===== config.mk =====
export PLATFORM = sky130hd
export DESIGN_NAME = rv_decoder_top
export DESIGN_NICKNAME = d
export VERILOG_FILES = /design/src/design/rv_decode_pkg.sv /design/src/design/field_extract.sv /design/src/design/imm_gen.sv /design/src/design/instr_classify.sv /design/src/design/decode_stage.sv /design/src/design/rv_decoder_top.sv
export SDC_FILE = /design/constraint.sdc
export NUM_CORES = 1
export LEC_CHECK = 0
export BUFFER_PORTS_ARGS = -buffer_cell sky130_fd_sc_hd__buf_2
export CAP_MARGIN = 20
export CORE_MARGIN = 3
export CORE_UTILIZATION = 53
export DETAILED_ROUTE_END_ITERATION = 8
export MAX_ROUTING_LAYER = met4
export PLACE_DENSITY = 0.87
export SYNTH_ARGS = -nofsm -noshare
export SYNTH_HDL_FRONTEND = slang
export SYNTH_SLANG_ARGS = --single-unit

===== constraint.sdc =====
create_clock -name clk -period 7.3 [get_ports clk]
set_input_delay 1.095 -clock clk [delete_from_list [all_inputs] [get_ports clk]]
set_output_delay 1.095 -clock clk [all_outputs]
set_load 0.03 [all_outputs]

===== src/design/rv_decode_pkg.sv =====
// RV64I decoder types and constants, imported by each design file and by the testbench
package rv_decode_pkg;

    localparam int XLEN = 64;

    // funct7 values that the base set uses
    localparam logic [6:0] FUNCT7_BASE = 7'b0000000;
    localparam logic [6:0] FUNCT7_ALT  = 7'b0100000;

    // Major opcodes handled by the decoder
    typedef enum logic [6:0] {
        OPC_LOAD      = 7'b0000011,
        OPC_OP_IMM    = 7'b0010011,
        OPC_AUIPC     = 7'b0010111,
        OPC_OP_IMM_32 = 7'b0011011,
        OPC_STORE     = 7'b0100011,
        OPC_OP        = 7'b0110011,
        OPC_LUI       = 7'b0110111,
        OPC_OP_32     = 7'b0111011,
        OPC_BRANCH    = 7'b1100011,
        OPC_JALR      = 7'b1100111,
        OPC_JAL       = 7'b1101111,
        OPC_SYSTEM    = 7'b1110011
    } opcode_e;

    // Instruction type codes, numbering kept from the existing decoder
    typedef enum logic [7:0] {
        // Register-register
        ADD   = 8'd0,  SUB    = 8'd1,  XOR    = 8'd2,  OR     = 8'd3,
        AND   = 8'd4,  SLL    = 8'd5,  SRL    = 8'd6,  SRA    = 8'd7,
        SLT   = 8'd8,  SLTU   = 8'd9,
        // Register-immediate
        ADDI  = 8'd18, XORI   = 8'd19, ORI    = 8'd20, ANDI   = 8'd21,
        SLLI  = 8'd22, SRLI   = 8'd23, SRAI   = 8'd24, SLTI   = 8'd25,
        SLTIU = 8'd26,
        // Word forms
        ADDIW = 8'd29, SLLIW  = 8'd30, SRLIW  = 8'd31, SRAIW  = 8'd32,
        ADDW  = 8'd33, SUBW   = 8'd34, SLLW   = 8'd35, SRLW   = 8'd36,
        SRAW  = 8'd37,
        // Stores and branches
        SB    = 8'd43, SH     = 8'd44, SW     = 8'd45, SD     = 8'd46,
        BEQ   = 8'd47, BNE    = 8'd48, BLT    = 8'd49, BGE    = 8'd50,
        BLTU  = 8'd51, BGEU   = 8'd52,
        // Jumps, upper immediates, system
        JAL   = 8'd53, JALR   = 8'd54, LUI    = 8'd55, AUIPC  = 8'd56,
        ECALL = 8'd57, EBREAK = 8'd58,
        // Loads
        LB    = 8'd59, LH     = 8'd60, LW     = 8'd61, LBU    = 8'd62,
        LHU   = 8'd63, LWU    = 8'd64, LD     = 8'd65,
        UNKNOWN = 8'd255
    } instr_type_e;

    // Encoding format, picks which fields and immediate layout apply
    typedef enum logic [2:0] {
        FMT_NONE = 3'd0,
        FMT_R    = 3'd1,
        FMT_I    = 3'd2,
        FMT_S    = 3'd3,
        FMT_B    = 3'd4,
        FMT_U    = 3'd5,
        FMT_J    = 3'd6
    } format_e;

    // Raw fields, zero where the format does not define them
    typedef struct packed {
        logic [6:0] opcode;
        logic [4:0] rd;
        logic [4:0] rs1;
        logic [4:0] rs2;
        logic [2:0] funct3;
        logic [6:0] funct7;
    } reg_fields_t;

    // Registered decode result
    typedef struct packed {
        logic [6:0]      opcode;
        logic [4:0]      rd;
        logic [4:0]      rs1;
        logic [4:0]      rs2;
        logic [XLEN-1:0] imm;          // Sign-extended
        logic [XLEN-1:0] shamt;        // Low 6 bits at most
        instr_type_e     instr_type;
        logic            memory_access;
        logic            illegal;
    } decode_out_t;

endpackage


===== src/design/field_extract.sv =====
// Splits an instruction word into its register and function fields and picks the format

`timescale 1ns/100ps

module field_extract import rv_decode_pkg::*; (
    input  logic [31:0] instruction,
    output reg_fields_t fields,
    output format_e     format
);

    logic [6:0] opcode;

    assign opcode = instruction[6:0];

    always_comb begin
        case (opcode)
            OPC_OP, OPC_OP_32:        format = FMT_R;
            OPC_OP_IMM, OPC_OP_IMM_32,
            OPC_LOAD, OPC_JALR,
            OPC_SYSTEM:               format = FMT_I;
            OPC_STORE:                format = FMT_S;
            OPC_BRANCH:               format = FMT_B;
            OPC_LUI, OPC_AUIPC:       format = FMT_U;
            OPC_JAL:                  format = FMT_J;
            default:                  format = FMT_NONE;
        endcase
    end

    // Opcode always passes through so an unknown word is still visible downstream
    always_comb begin
        fields        = '0;
        fields.opcode = opcode;

        if (format inside {FMT_R, FMT_I, FMT_U, FMT_J}) begin
            fields.rd = instruction[11:7];
        end
        if (format inside {FMT_R, FMT_I, FMT_S, FMT_B}) begin
            fields.rs1    = instruction[19:15];
            fields.funct3 = instruction[14:12];
        end
        if (format inside {FMT_R, FMT_S, FMT_B}) begin
            fields.rs2 = instruction[24:20];
        end
        if (format == FMT_R) begin
            fields.funct7 = instruction[31:25];
        end
    end

endmodule


===== src/design/imm_gen.sv =====
// Builds the sign-extended immediate and the shift amount for the selected format

`timescale 1ns/100ps

module imm_gen import rv_decode_pkg::*; (
    input  logic [31:0]     instruction,
    input  reg_fields_t     fields,
    input  format_e         format,
    output logic [XLEN-1:0] imm,
    output logic [XLEN-1:0] shamt
);

    logic sign;
    logic is_shift;

    assign sign     = instruction[31];
    assign is_shift = (fields.funct3 == 3'b001) || (fields.funct3 == 3'b101);

    always_comb begin
        case (format)
            FMT_I: imm = {{(XLEN-12){sign}}, instruction[31:20]};
            FMT_S: imm = {{(XLEN-12){sign}}, instruction[31:25], instruction[11:7]};
            FMT_B: begin
                imm = {{(XLEN-13){sign}}, instruction[31], instruction[7],
                       instruction[30:25], instruction[11:8], 1'b0};
            end
            FMT_U: imm = {{(XLEN-32){sign}}, instruction[31:12], 12'b0};
            FMT_J: begin
                imm = {{(XLEN-21){sign}}, instruction[31], instruction[19:12],
                       instruction[20], instruction[30:21], 1'b0};
            end
            default: imm = '0;  // R and NONE carry no immediate
        endcase
    end

    // RV64 shifts take 6 bits, word shifts 5
    always_comb begin
        shamt = '0;
        if (is_shift) begin
            case (fields.opcode)
                OPC_OP_IMM:    shamt = {{(XLEN-6){1'b0}}, instruction[25:20]};
                OPC_OP_IMM_32: shamt = {{(XLEN-5){1'b0}}, instruction[24:20]};
                default:       shamt = '0;
            endcase
        end
    end

    always_comb begin
        assert final (shamt <= 63)
            else $error("shamt out of range: %0d", shamt);
    end

endmodule


===== src/design/instr_classify.sv =====
// Maps opcode and function fields to a type code and the memory, illegal and bubble flags

`timescale 1ns/100ps

module instr_classify import rv_decode_pkg::*; (
    input  reg_fields_t fields,
    input  logic [31:0] instruction,
    output instr_type_e instr_type,
    output logic        memory_access,
    output logic        illegal,
    output logic        bubble
);

    logic [5:0]  shift_hi6;   // Upper bits of a 6-bit shift immediate
    logic [6:0]  shift_hi7;   // Upper bits of a word shift immediate
    logic [11:0] sys_imm;

    assign shift_hi6 = instruction[31:26];
    assign shift_hi7 = instruction[31:25];
    assign sys_imm   = instruction[31:20];

    always_comb begin
        instr_type = UNKNOWN;
        case (fields.opcode)
            OPC_OP: begin
                // M extension (funct7 = 1) falls through to UNKNOWN
                if (fields.funct7 == FUNCT7_BASE) begin
                    case (fields.funct3)
                        3'b000:  instr_type = ADD;
                        3'b001:  instr_type = SLL;
                        3'b010:  instr_type = SLT;
                        3'b011:  instr_type = SLTU;
                        3'b100:  instr_type = XOR;
                        3'b101:  instr_type = SRL;
                        3'b110:  instr_type = OR;
                        default: instr_type = AND;
                    endcase
                end else if (fields.funct7 == FUNCT7_ALT) begin
                    if (fields.funct3 == 3'b000) instr_type = SUB;
                    else if (fields.funct3 == 3'b101) instr_type = SRA;
                end
            end
            OPC_OP_IMM: begin
                case (fields.funct3)
                    3'b000: instr_type = ADDI;
                    3'b010: instr_type = SLTI;
                    3'b011: instr_type = SLTIU;
                    3'b100: instr_type = XORI;
                    3'b110: instr_type = ORI;
                    3'b111: instr_type = ANDI;
                    3'b001: if (shift_hi6 == 6'b000000) instr_type = SLLI;
                    default: begin
                        if (shift_hi6 == 6'b000000) instr_type = SRLI;
                        else if (shift_hi6 == 6'b010000) instr_type = SRAI;
                    end
                endcase
            end
            OPC_OP_IMM_32: begin
                case (fields.funct3)
                    3'b000: instr_type = ADDIW;
                    3'b001: if (shift_hi7 == FUNCT7_BASE) instr_type = SLLIW;
                    3'b101: begin
                        if (shift_hi7 == FUNCT7_BASE) instr_type = SRLIW;
                        else if (shift_hi7 == FUNCT7_ALT) instr_type = SRAIW;
                    end
                    default: ;
                endcase
            end
            OPC_OP_32: begin
                if (fields.funct7 == FUNCT7_BASE) begin
                    case (fields.funct3)
                        3'b000:  instr_type = ADDW;
                        3'b001:  instr_type = SLLW;
                        3'b101:  instr_type = SRLW;
                        default: ;
                    endcase
                end else if (fields.funct7 == FUNCT7_ALT) begin
                    if (fields.funct3 == 3'b000) instr_type = SUBW;
                    else if (fields.funct3 == 3'b101) instr_type = SRAW;
                end
            end
            OPC_LOAD: begin
                case (fields.funct3)
                    3'b000:  instr_type = LB;
                    3'b001:  instr_type = LH;
                    3'b010:  instr_type = LW;
                    3'b011:  instr_type = LD;
                    3'b100:  instr_type = LBU;
                    3'b101:  instr_type = LHU;
                    3'b110:  instr_type = LWU;
                    default: ;
                endcase
            end
            OPC_STORE: begin
                case (fields.funct3)
                    3'b000:  instr_type = SB;
                    3'b001:  instr_type = SH;
                    3'b010:  instr_type = SW;
                    3'b011:  instr_type = SD;
                    default: ;
                endcase
            end
            OPC_BRANCH: begin
                case (fields.funct3)
                    3'b000:  instr_type = BEQ;
                    3'b001:  instr_type = BNE;
                    3'b100:  instr_type = BLT;
                    3'b101:  instr_type = BGE;
                    3'b110:  instr_type = BLTU;
                    3'b111:  instr_type = BGEU;
                    default: ;
                endcase
            end
            OPC_JAL:   instr_type = JAL;
            OPC_JALR:  instr_type = JALR;
            OPC_LUI:   instr_type = LUI;
            OPC_AUIPC: instr_type = AUIPC;
            OPC_SYSTEM: begin
                if (fields.funct3 == 3'b000) begin
                    if (sys_imm == 12'h000) instr_type = ECALL;
                    else if (sys_imm == 12'h001) instr_type = EBREAK;
                end
            end
            default: ;
        endcase
    end

    assign bubble        = (instruction == 32'b0);
    assign memory_access = (fields.opcode == OPC_LOAD) || (fields.opcode == OPC_STORE);
    assign illegal       = (instr_type == UNKNOWN) && !bubble;  // A zero word is a bubble

    always_comb begin
        assert final (!(illegal && bubble))
            else $error("illegal and bubble both set for %h", instruction);
    end

endmodule


===== src/design/decode_stage.sv =====
// Output register of the decoder, captures the result and pulses decode_complete

`timescale 1ns/100ps

module decode_stage import rv_decode_pkg::*; (
    input  logic            clk,
    input  logic            reset,
    input  logic            decode_enable,
    input  reg_fields_t     fields,
    input  logic [XLEN-1:0] imm,
    input  logic [XLEN-1:0] shamt,
    input  instr_type_e     instr_type,
    input  logic            memory_access,
    input  logic            illegal,
    input  logic            bubble,
    output decode_out_t     decoded,
    output logic            decode_complete
);

    decode_out_t result;
    logic        capture;

    assign capture = decode_enable && !bubble;  // Zero words never complete

    always_comb begin
        result.opcode        = fields.opcode;
        result.rd            = fields.rd;
        result.rs1           = fields.rs1;
        result.rs2           = fields.rs2;
        result.imm           = imm;
        result.shamt         = shamt;
        result.instr_type    = instr_type;
        result.memory_access = memory_access;
        result.illegal       = illegal;
    end

    always_ff @(posedge clk) begin
        if (reset) begin
            decoded         <= '0;
            decode_complete <= 1'b0;
        end else begin
            decode_complete <= capture;
            if (capture) begin
                decoded <= result;  // Held until the next completed decode
            end
        end
    end

    assert property (@(posedge clk) reset |=> !decode_complete)
        else $error("decode_complete high in the cycle after reset");

    assert property (@(posedge clk) disable iff (reset) decode_complete |-> $past(decode_enable))
        else $error("decode_complete without a strobe one cycle earlier");

endmodule


===== src/design/rv_decoder_top.sv =====
// RV64I instruction decoder top, one strobe in and a registered result one clock later

`timescale 1ns/100ps

module rv_decoder_top import rv_decode_pkg::*; (
    input  logic        clk,
    input  logic        reset,
    input  logic        decode_enable,
    input  logic [31:0] instruction,
    output decode_out_t decoded,
    output logic        decode_complete
);

    reg_fields_t     fields;
    format_e         format;
    logic [XLEN-1:0] imm;
    logic [XLEN-1:0] shamt;
    instr_type_e     instr_type;
    logic            memory_access;
    logic            illegal;
    logic            bubble;

    field_extract u_field_extract (
        .instruction (instruction),
        .fields      (fields),
        .format      (format)
    );

    imm_gen u_imm_gen (
        .instruction (instruction),
        .fields      (fields),
        .format      (format),
        .imm         (imm),
        .shamt       (shamt)
    );

    instr_classify u_instr_classify (
        .fields        (fields),
        .instruction   (instruction),
        .instr_type    (instr_type),
        .memory_access (memory_access),
        .illegal       (illegal),
        .bubble        (bubble)
    );

    decode_stage u_decode_stage (
        .clk             (clk),
        .reset           (reset),
        .decode_enable   (decode_enable),
        .fields          (fields),
        .imm             (imm),
        .shamt           (shamt),
        .instr_type      (instr_type),
        .memory_access   (memory_access),
        .illegal         (illegal),
        .bubble          (bubble),
        .decoded         (decoded),
        .decode_complete (decode_complete)
    );

endmodule


## Word-level counts from Yosys, hierarchy flattened

Index checks and enable logic that the tools add are counted.
W data, S select, Z words.

- Muxes and demuxes: 34
- Reductions and logical operators: 17
- Equal/unequal tests: 30

Operators by type and width:

| kind | number |
|---|---|
| $pmux W64 S5 | 1 |
| $mux W8 | 17 |
| $pmux W8 S7 | 2 |
| $pmux W8 S12 | 1 |
| $mux W64 | 1 |
| $pmux W8 S3 | 2 |
| $pmux W8 S6 | 1 |
| $eq A7 B6 Y1 const B | 6 |
| $logic_not A32 Y1 | 1 |
| $pmux W8 S4 | 1 |
| $eq A7 B7 Y1 const B | 4 |
| $pmux W4 S7 | 1 |
| $eq A3 B3 Y1 const B | 7 |
| $eq A7 B5 Y1 const B | 3 |
| $pmux W3 S6 | 1 |
| $mux W5 | 3 |
| $logic_not A7 Y1 | 2 |
| $eq A12 B1 Y1 const B | 1 |
| $eq A3 B2 Y1 const B | 4 |
| $logic_not A12 Y1 | 1 |
| $pmux W6 S2 | 1 |
| $eq A8 B8 Y1 const B | 1 |
| $reduce_bool A4 Y1 | 2 |
| $eq A7 B2 Y1 const B | 1 |
| 12 further kinds | 16 |

- Output and inout bits: 161
- Register bits: 161
- Logic and storage cells: 91
- Input port bits: 35

## Logic depth before layout (Yosys ltp)

- Word-level depth: 14
- Gate-level depth with buffers: 9
- Gate-level depth less buffers: 6

## Modules after synthesis

A second synthesis with hierarchy kept.

- Cells, all modules: 1176
- Area, all modules: 10662.7 um^2

Modules (own cells, without submodules):

| module | seq. area each (um^2) | instances | cells each | area each (um^2) |
|---|---|---|---|---|
| decode_stage | 3223.1 | 1 | 733 | 7723.7 |
| instr_classify | 0.0 | 1 | 192 | 1216.2 |
| imm_gen | 0.0 | 1 | 168 | 1204.9 |
| field_extract | 0.0 | 1 | 83 | 518.0 |

## Worst setup path before layout

No wires, ideal clock.

- Kind: input to register
- Start point: input instruction[3]
- End point: register u_decode_stage.decoded[79] (netlist name)
- Stages: 8
- Data required time: 7.172 ns
- Library setup time: 0.128 ns
- Setup slack: 4.254 ns
- Buffers on the path: 2
- Arrival time: 2.918 ns
- Cells stage by stage: buf_6 > or2_1 > buf_6 > or4_4 > o41ai_4 > a211oi_1 > a22oi_1 > nor2_1

- Cells in the longest elaborated chain, start to end: 5
- Elaborated cells between the ends (all ways): 25
- Classes of those cells: eq/ne (17); mux (2); reduce/logical (6)

Ends and longest elaborated chain:

| element | line | source |
|---|---|---|
| from (decl) | rv_decoder_top.sv:9 | `input logic [31:0] instruction,` |
| $eq A7 B5 Y1 (tied with other cells) | field_extract.sv:16 | `case (opcode)` |
| $reduce_or A5 Y1 or $reduce_or A2 Y1 (tied branches) | field_extract.sv:16 |  |
| $pmux W3 S6 | field_extract.sv:16 |  |
| $eq A3 B3 Y1 or $eq A3 B2 Y1 (tied branches) | imm_gen.sv:20 | `case (format)` |
| $pmux W64 S5 | imm_gen.sv:20 |  |

Parallel ways exist; a longest one is shown, timed or not.
A chain may end at the register's enable or synchronous reset.

## Worst setup path in the final report

- Start point: input instruction[6]
- End point: register u_decode_stage.decoded[5] (netlist name)

- Cells in the longest elaborated chain, start to end: 12
- Elaborated cells between the ends (all ways): 52
- Classes of those cells: eq/ne (24); mux (19); reduce/logical (9)

Ends and longest elaborated chain:

| element | line | source |
|---|---|---|
| $eq A7 B5 Y1 (tied with other cells) | field_extract.sv:16, instr_classify.sv:24 |  |
| $reduce_or A5 Y1 or $reduce_or A2 Y1 (tied branches) | field_extract.sv:16 |  |
| $pmux W3 S6 | field_extract.sv:16 |  |
| $eq A3 B1 Y1 (tied with other cells) | field_extract.sv:37, field_extract.sv:44 |  |
| $reduce_bool A4 Y1 | field_extract.sv:37 | `if (format inside {FMT_R, FMT_I, FMT_S, FMT_B}) begin` |
| $mux W3 | field_extract.sv:37 |  |
| $eq A3 B3 Y1 | n/a |  |
| $mux W8 (on tied branches) | instr_classify.sv:79, instr_classify.sv:40 |  |
| $mux W8 (on tied branches) | instr_classify.sv:78, instr_classify.sv:39 |  |
| $mux W8 (on tied branches) | instr_classify.sv:77, instr_classify.sv:38 |  |
| $mux W8 (on tied branches) | instr_classify.sv:70, instr_classify.sv:27 |  |
| $pmux W8 S12 | instr_classify.sv:24 | `case (fields.opcode)` |

Parallel ways exist; a longest one is shown, timed or not.

==> flow_summary.yaml <==
timing:
  fin_skew_ps: 0
  fmax_mhz: 284.7
  hold_viol_final: 0
  fin_crit_sh_pct: 48.11
  maxSlewHeadroom_pct: 34.19
  fin_setup_tns_ps: 0
  setup_viol: 0
  tightest_slew_ps: 979.6
  slew_violations: 0
  finalCriticalPeriod_ps: 3512
  rsz0062_at_grt: "false"
synth:
  synthMostInstantiatedCell: "buf_4"
  synthTopCellsByArea: "dfxtp_1 30%, buf_4 14%, nand2_1 5.9%, nor2_1 5.2%, a21oi_1 4.4%"
  synth.ff_latch_count: 71
  yosysTopAreaCell: "dfxtp_1"
  ys_seq_area_share_pct: 30.27
  syn_inst: 617
  synth_edf_count: 0
  yosysTopAreaCellShare_pct: 30.27
  ys_types: 65
  synthFlopType: "dfxtp_1"
  async_flop_share_pct: 0
  yosys-top-cells-count: "90 x buf_4, 74 x nand2_1, 71 x dfxtp_1"
  syn_area_um2: 4696
  yosysWarnings: 0
  syn_avg_cell_area_um2: 7.611
setup_path:
  startpoint_type: "input port"
  crit_required_ps: 7510
  crit_chain: "buf_2 -> nand3b_1 -> o221a_2 -> nor3_1 -> a21boi_0 -> nor4b_1 -> a211oi_1"
  crit_fanout: 26
  end_kind: "flop"
  r2r-start: "u_decode_stage.decoded[136]$_SDFFE_PP0P_"
  crit_arrival_ps: 3720
  slowest_stage: "nor3_1"
  path_class: "input port to flop"
  crit_start: "instruction[6]"
  critical-path-max-stage-delay_ps: 650
hold_path:
  hp-start: "u_decode_stage.decoded[146]$_SDFFE_PP0P_"
  hp-class: "flop to flop"
route:
  wl_met1_mm: 5.725
  route.vias.total: 4797
  vias_per_cell: 5.966
  route.met2.wl_mm: 7.196
  ant_nets: 0
  wl_mm: 14.99
  routed-wl-met3_mm: 1.479
  drtIter0Drc: 586
  post-route-drc-count: 0
  wl_per_cell_um: 18.64
  detail_route.first_pass.iterations: 7
  top_layer_used: "met4"
clocking:
  path_clk_slew_ps: 90
  numCtsBuffers: 9
  cts_tree: "built"
  cts_resized: 0
  hold_buffers: 0
  clock-root-buffer: "clkbuf_8"
  insertion_delay_ps: 350
  htreeDepth: 3
  cts.sinks: 71
  cts_setup_buffers: 0
  clockBufferDepth: 2
floorplanning:
  rows: 33
  fp.dieH_um: 100.1
  pin_count: 196
  core_area_um2: 8423
  initial_core_util_pct: 55.75
  die_w_um: 100.1
  fp.dieArea_um2: 10030
global_route:
  grt_pass1_vias: 4279
  grt_max_degree: 65
  track_usage_pct: 29.17
  overflow: 0
  grt_pass1_wl_mm: 22.85
  antenna_found_initial: 0
layout:
  drive_gt1_share_pct: 25.61
  syn_to_final_growth_pct: 7.700
  fin_nets: 729
  diodes: 0
  fillers: 761
placement:
  place.gp.congestion: 1.037
  portBuffers: 137
  dp_hpwl_mm: 11.20
job:
  maxCapViolCount: 0
pwr:
  ir_drop_mv: 0.09636
  power.total_w: 0.0009170
  p_leak_nw: 2.260
  powerDensity_nw_per_um2: 181.3
status:
  status: "finished, final reports clean"
[power breakdown]
part | internal [W] | switching [W] | leakage (nW)
registers | 0.000399 | 0.00000724 | 0.580
clock network | 0.000130 | 0.000178 | 0.0863
logic | 0.0000449 | 0.000157 | 1.59
total | 0.000575 | 0.000342 | 2.26
[per-stage QoR]
stage	hold WS (ps)	instance area [µm²]	setup WS (ps)	cells	utilization, %
after floorplan	575.7	4910	4254	674	-
after global placement	439.5	4871	3588	788	57.83
after detailed placement	449.4	4871	3546	788	57.83
after CTS	459.9	5057	3914	804	60.04
after global routing	490.3	5057	3646	804	60.04
final	458.0	5057	3788	804	60.04
[sequential cells by signal (all words and copies together), names as in the netlist]
signal and count:
u_decode_stage.decode_complete 1, u_decode_stage.decoded 70
[area by class of cell]
cell class	instances	area, µm²	share of cell area, %
Inverter	6	22.52	0.4453
Sequential cell	71	1421	28.10
Tap cell	105	131.4	2.598
Timing Repair Buffer	142	723.2	14.30
Clock buffer	9	123.9	2.449
Multi-Input combinational cell	464	2572	50.87
Clock inverter	7	62.56	1.237
[path summary, 6_finish.rpt]
path	depth (start not counted)	slack, ps	endpoint
max	7	3790	u_decode_stage.decoded[5]$_SDFFE_PP0P_
min reg2reg	2	460	u_decode_stage.decoded[146]$_SDFFE_PP0P_
max reg2reg	2	6200	u_decode_stage.decoded[136]$_SDFFE_PP0P_
min	2	460	u_decode_stage.decoded[146]$_SDFFE_PP0P_
[worst max-delay path: cells and delay by family]
kind            cells  cell delay [ps]
compound gates      3              840
buf+inv             1              370
simple gates        3             1420
[routing by layer]
layer	vias to the layer above	GRT usage [%]
met2	329	46.79
li1	2202	-
met3	52	4.448
met1	2214	36.93
met5	-	-
met4	0	11.50
[cells by family after synthesis]
logic type	Yosys count	synth area share [%]
AOI/OAI and AO/OA	156	24.22
other	1	0.07986
DFF	71	30.27
xor gates and xnor gates	1	0.1866
adders and majority gates	1	0.2132
buffers and inverters	139	19.50
muxes	1	0.2132
and+or+nand+nor	247	25.31
[cell usage in the layout, fill, tap and decap left out, types with 2 or more instances in the layout]
cell / netlist / final
a21oi_1: 41 / 41
inv_6: 0 / 2
a22o_1: 8 / 8
a2111oi_0: 4 / 4
nor4_1: 5 / 5
clkbuf_8: 0 / 9
o211ai_1: 3 / 3
nand4_1: 6 / 6
dfxtp_1: 71 / 71
a311oi_1: 7 / 7
nand3b_1: 3 / 3
and3_1: 7 / 7
nand2b_1: 8 / 8
nand3_1: 24 / 24
conb_1: 1 / 58
a21boi_0: 2 / 2
buf_2: 3 / 137
o21ai_0: 23 / 23
nor2b_1: 11 / 11
inv_1: 6 / 6
nand2_1: 74 / 74
nor4b_1: 3 / 3
o31ai_1: 5 / 5
a221oi_1: 4 / 4
a22oi_1: 19 / 19
a31oi_1: 3 / 3
or3_1: 4 / 4
nor2_1: 65 / 65
a211oi_1: 7 / 7
a211oi_2: 10 / 10
nor3_2: 2 / 2
nand4bb_1: 2 / 2
o22ai_1: 2 / 2
or2_2: 2 / 2
nor3_1: 19 / 19
o21bai_1: 2 / 2
inv_8: 0 / 2
buf_4: 90 / 5
and2_1: 5 / 5
clkinvlp_4: 0 / 3
(Power assumes the default switching activity.)
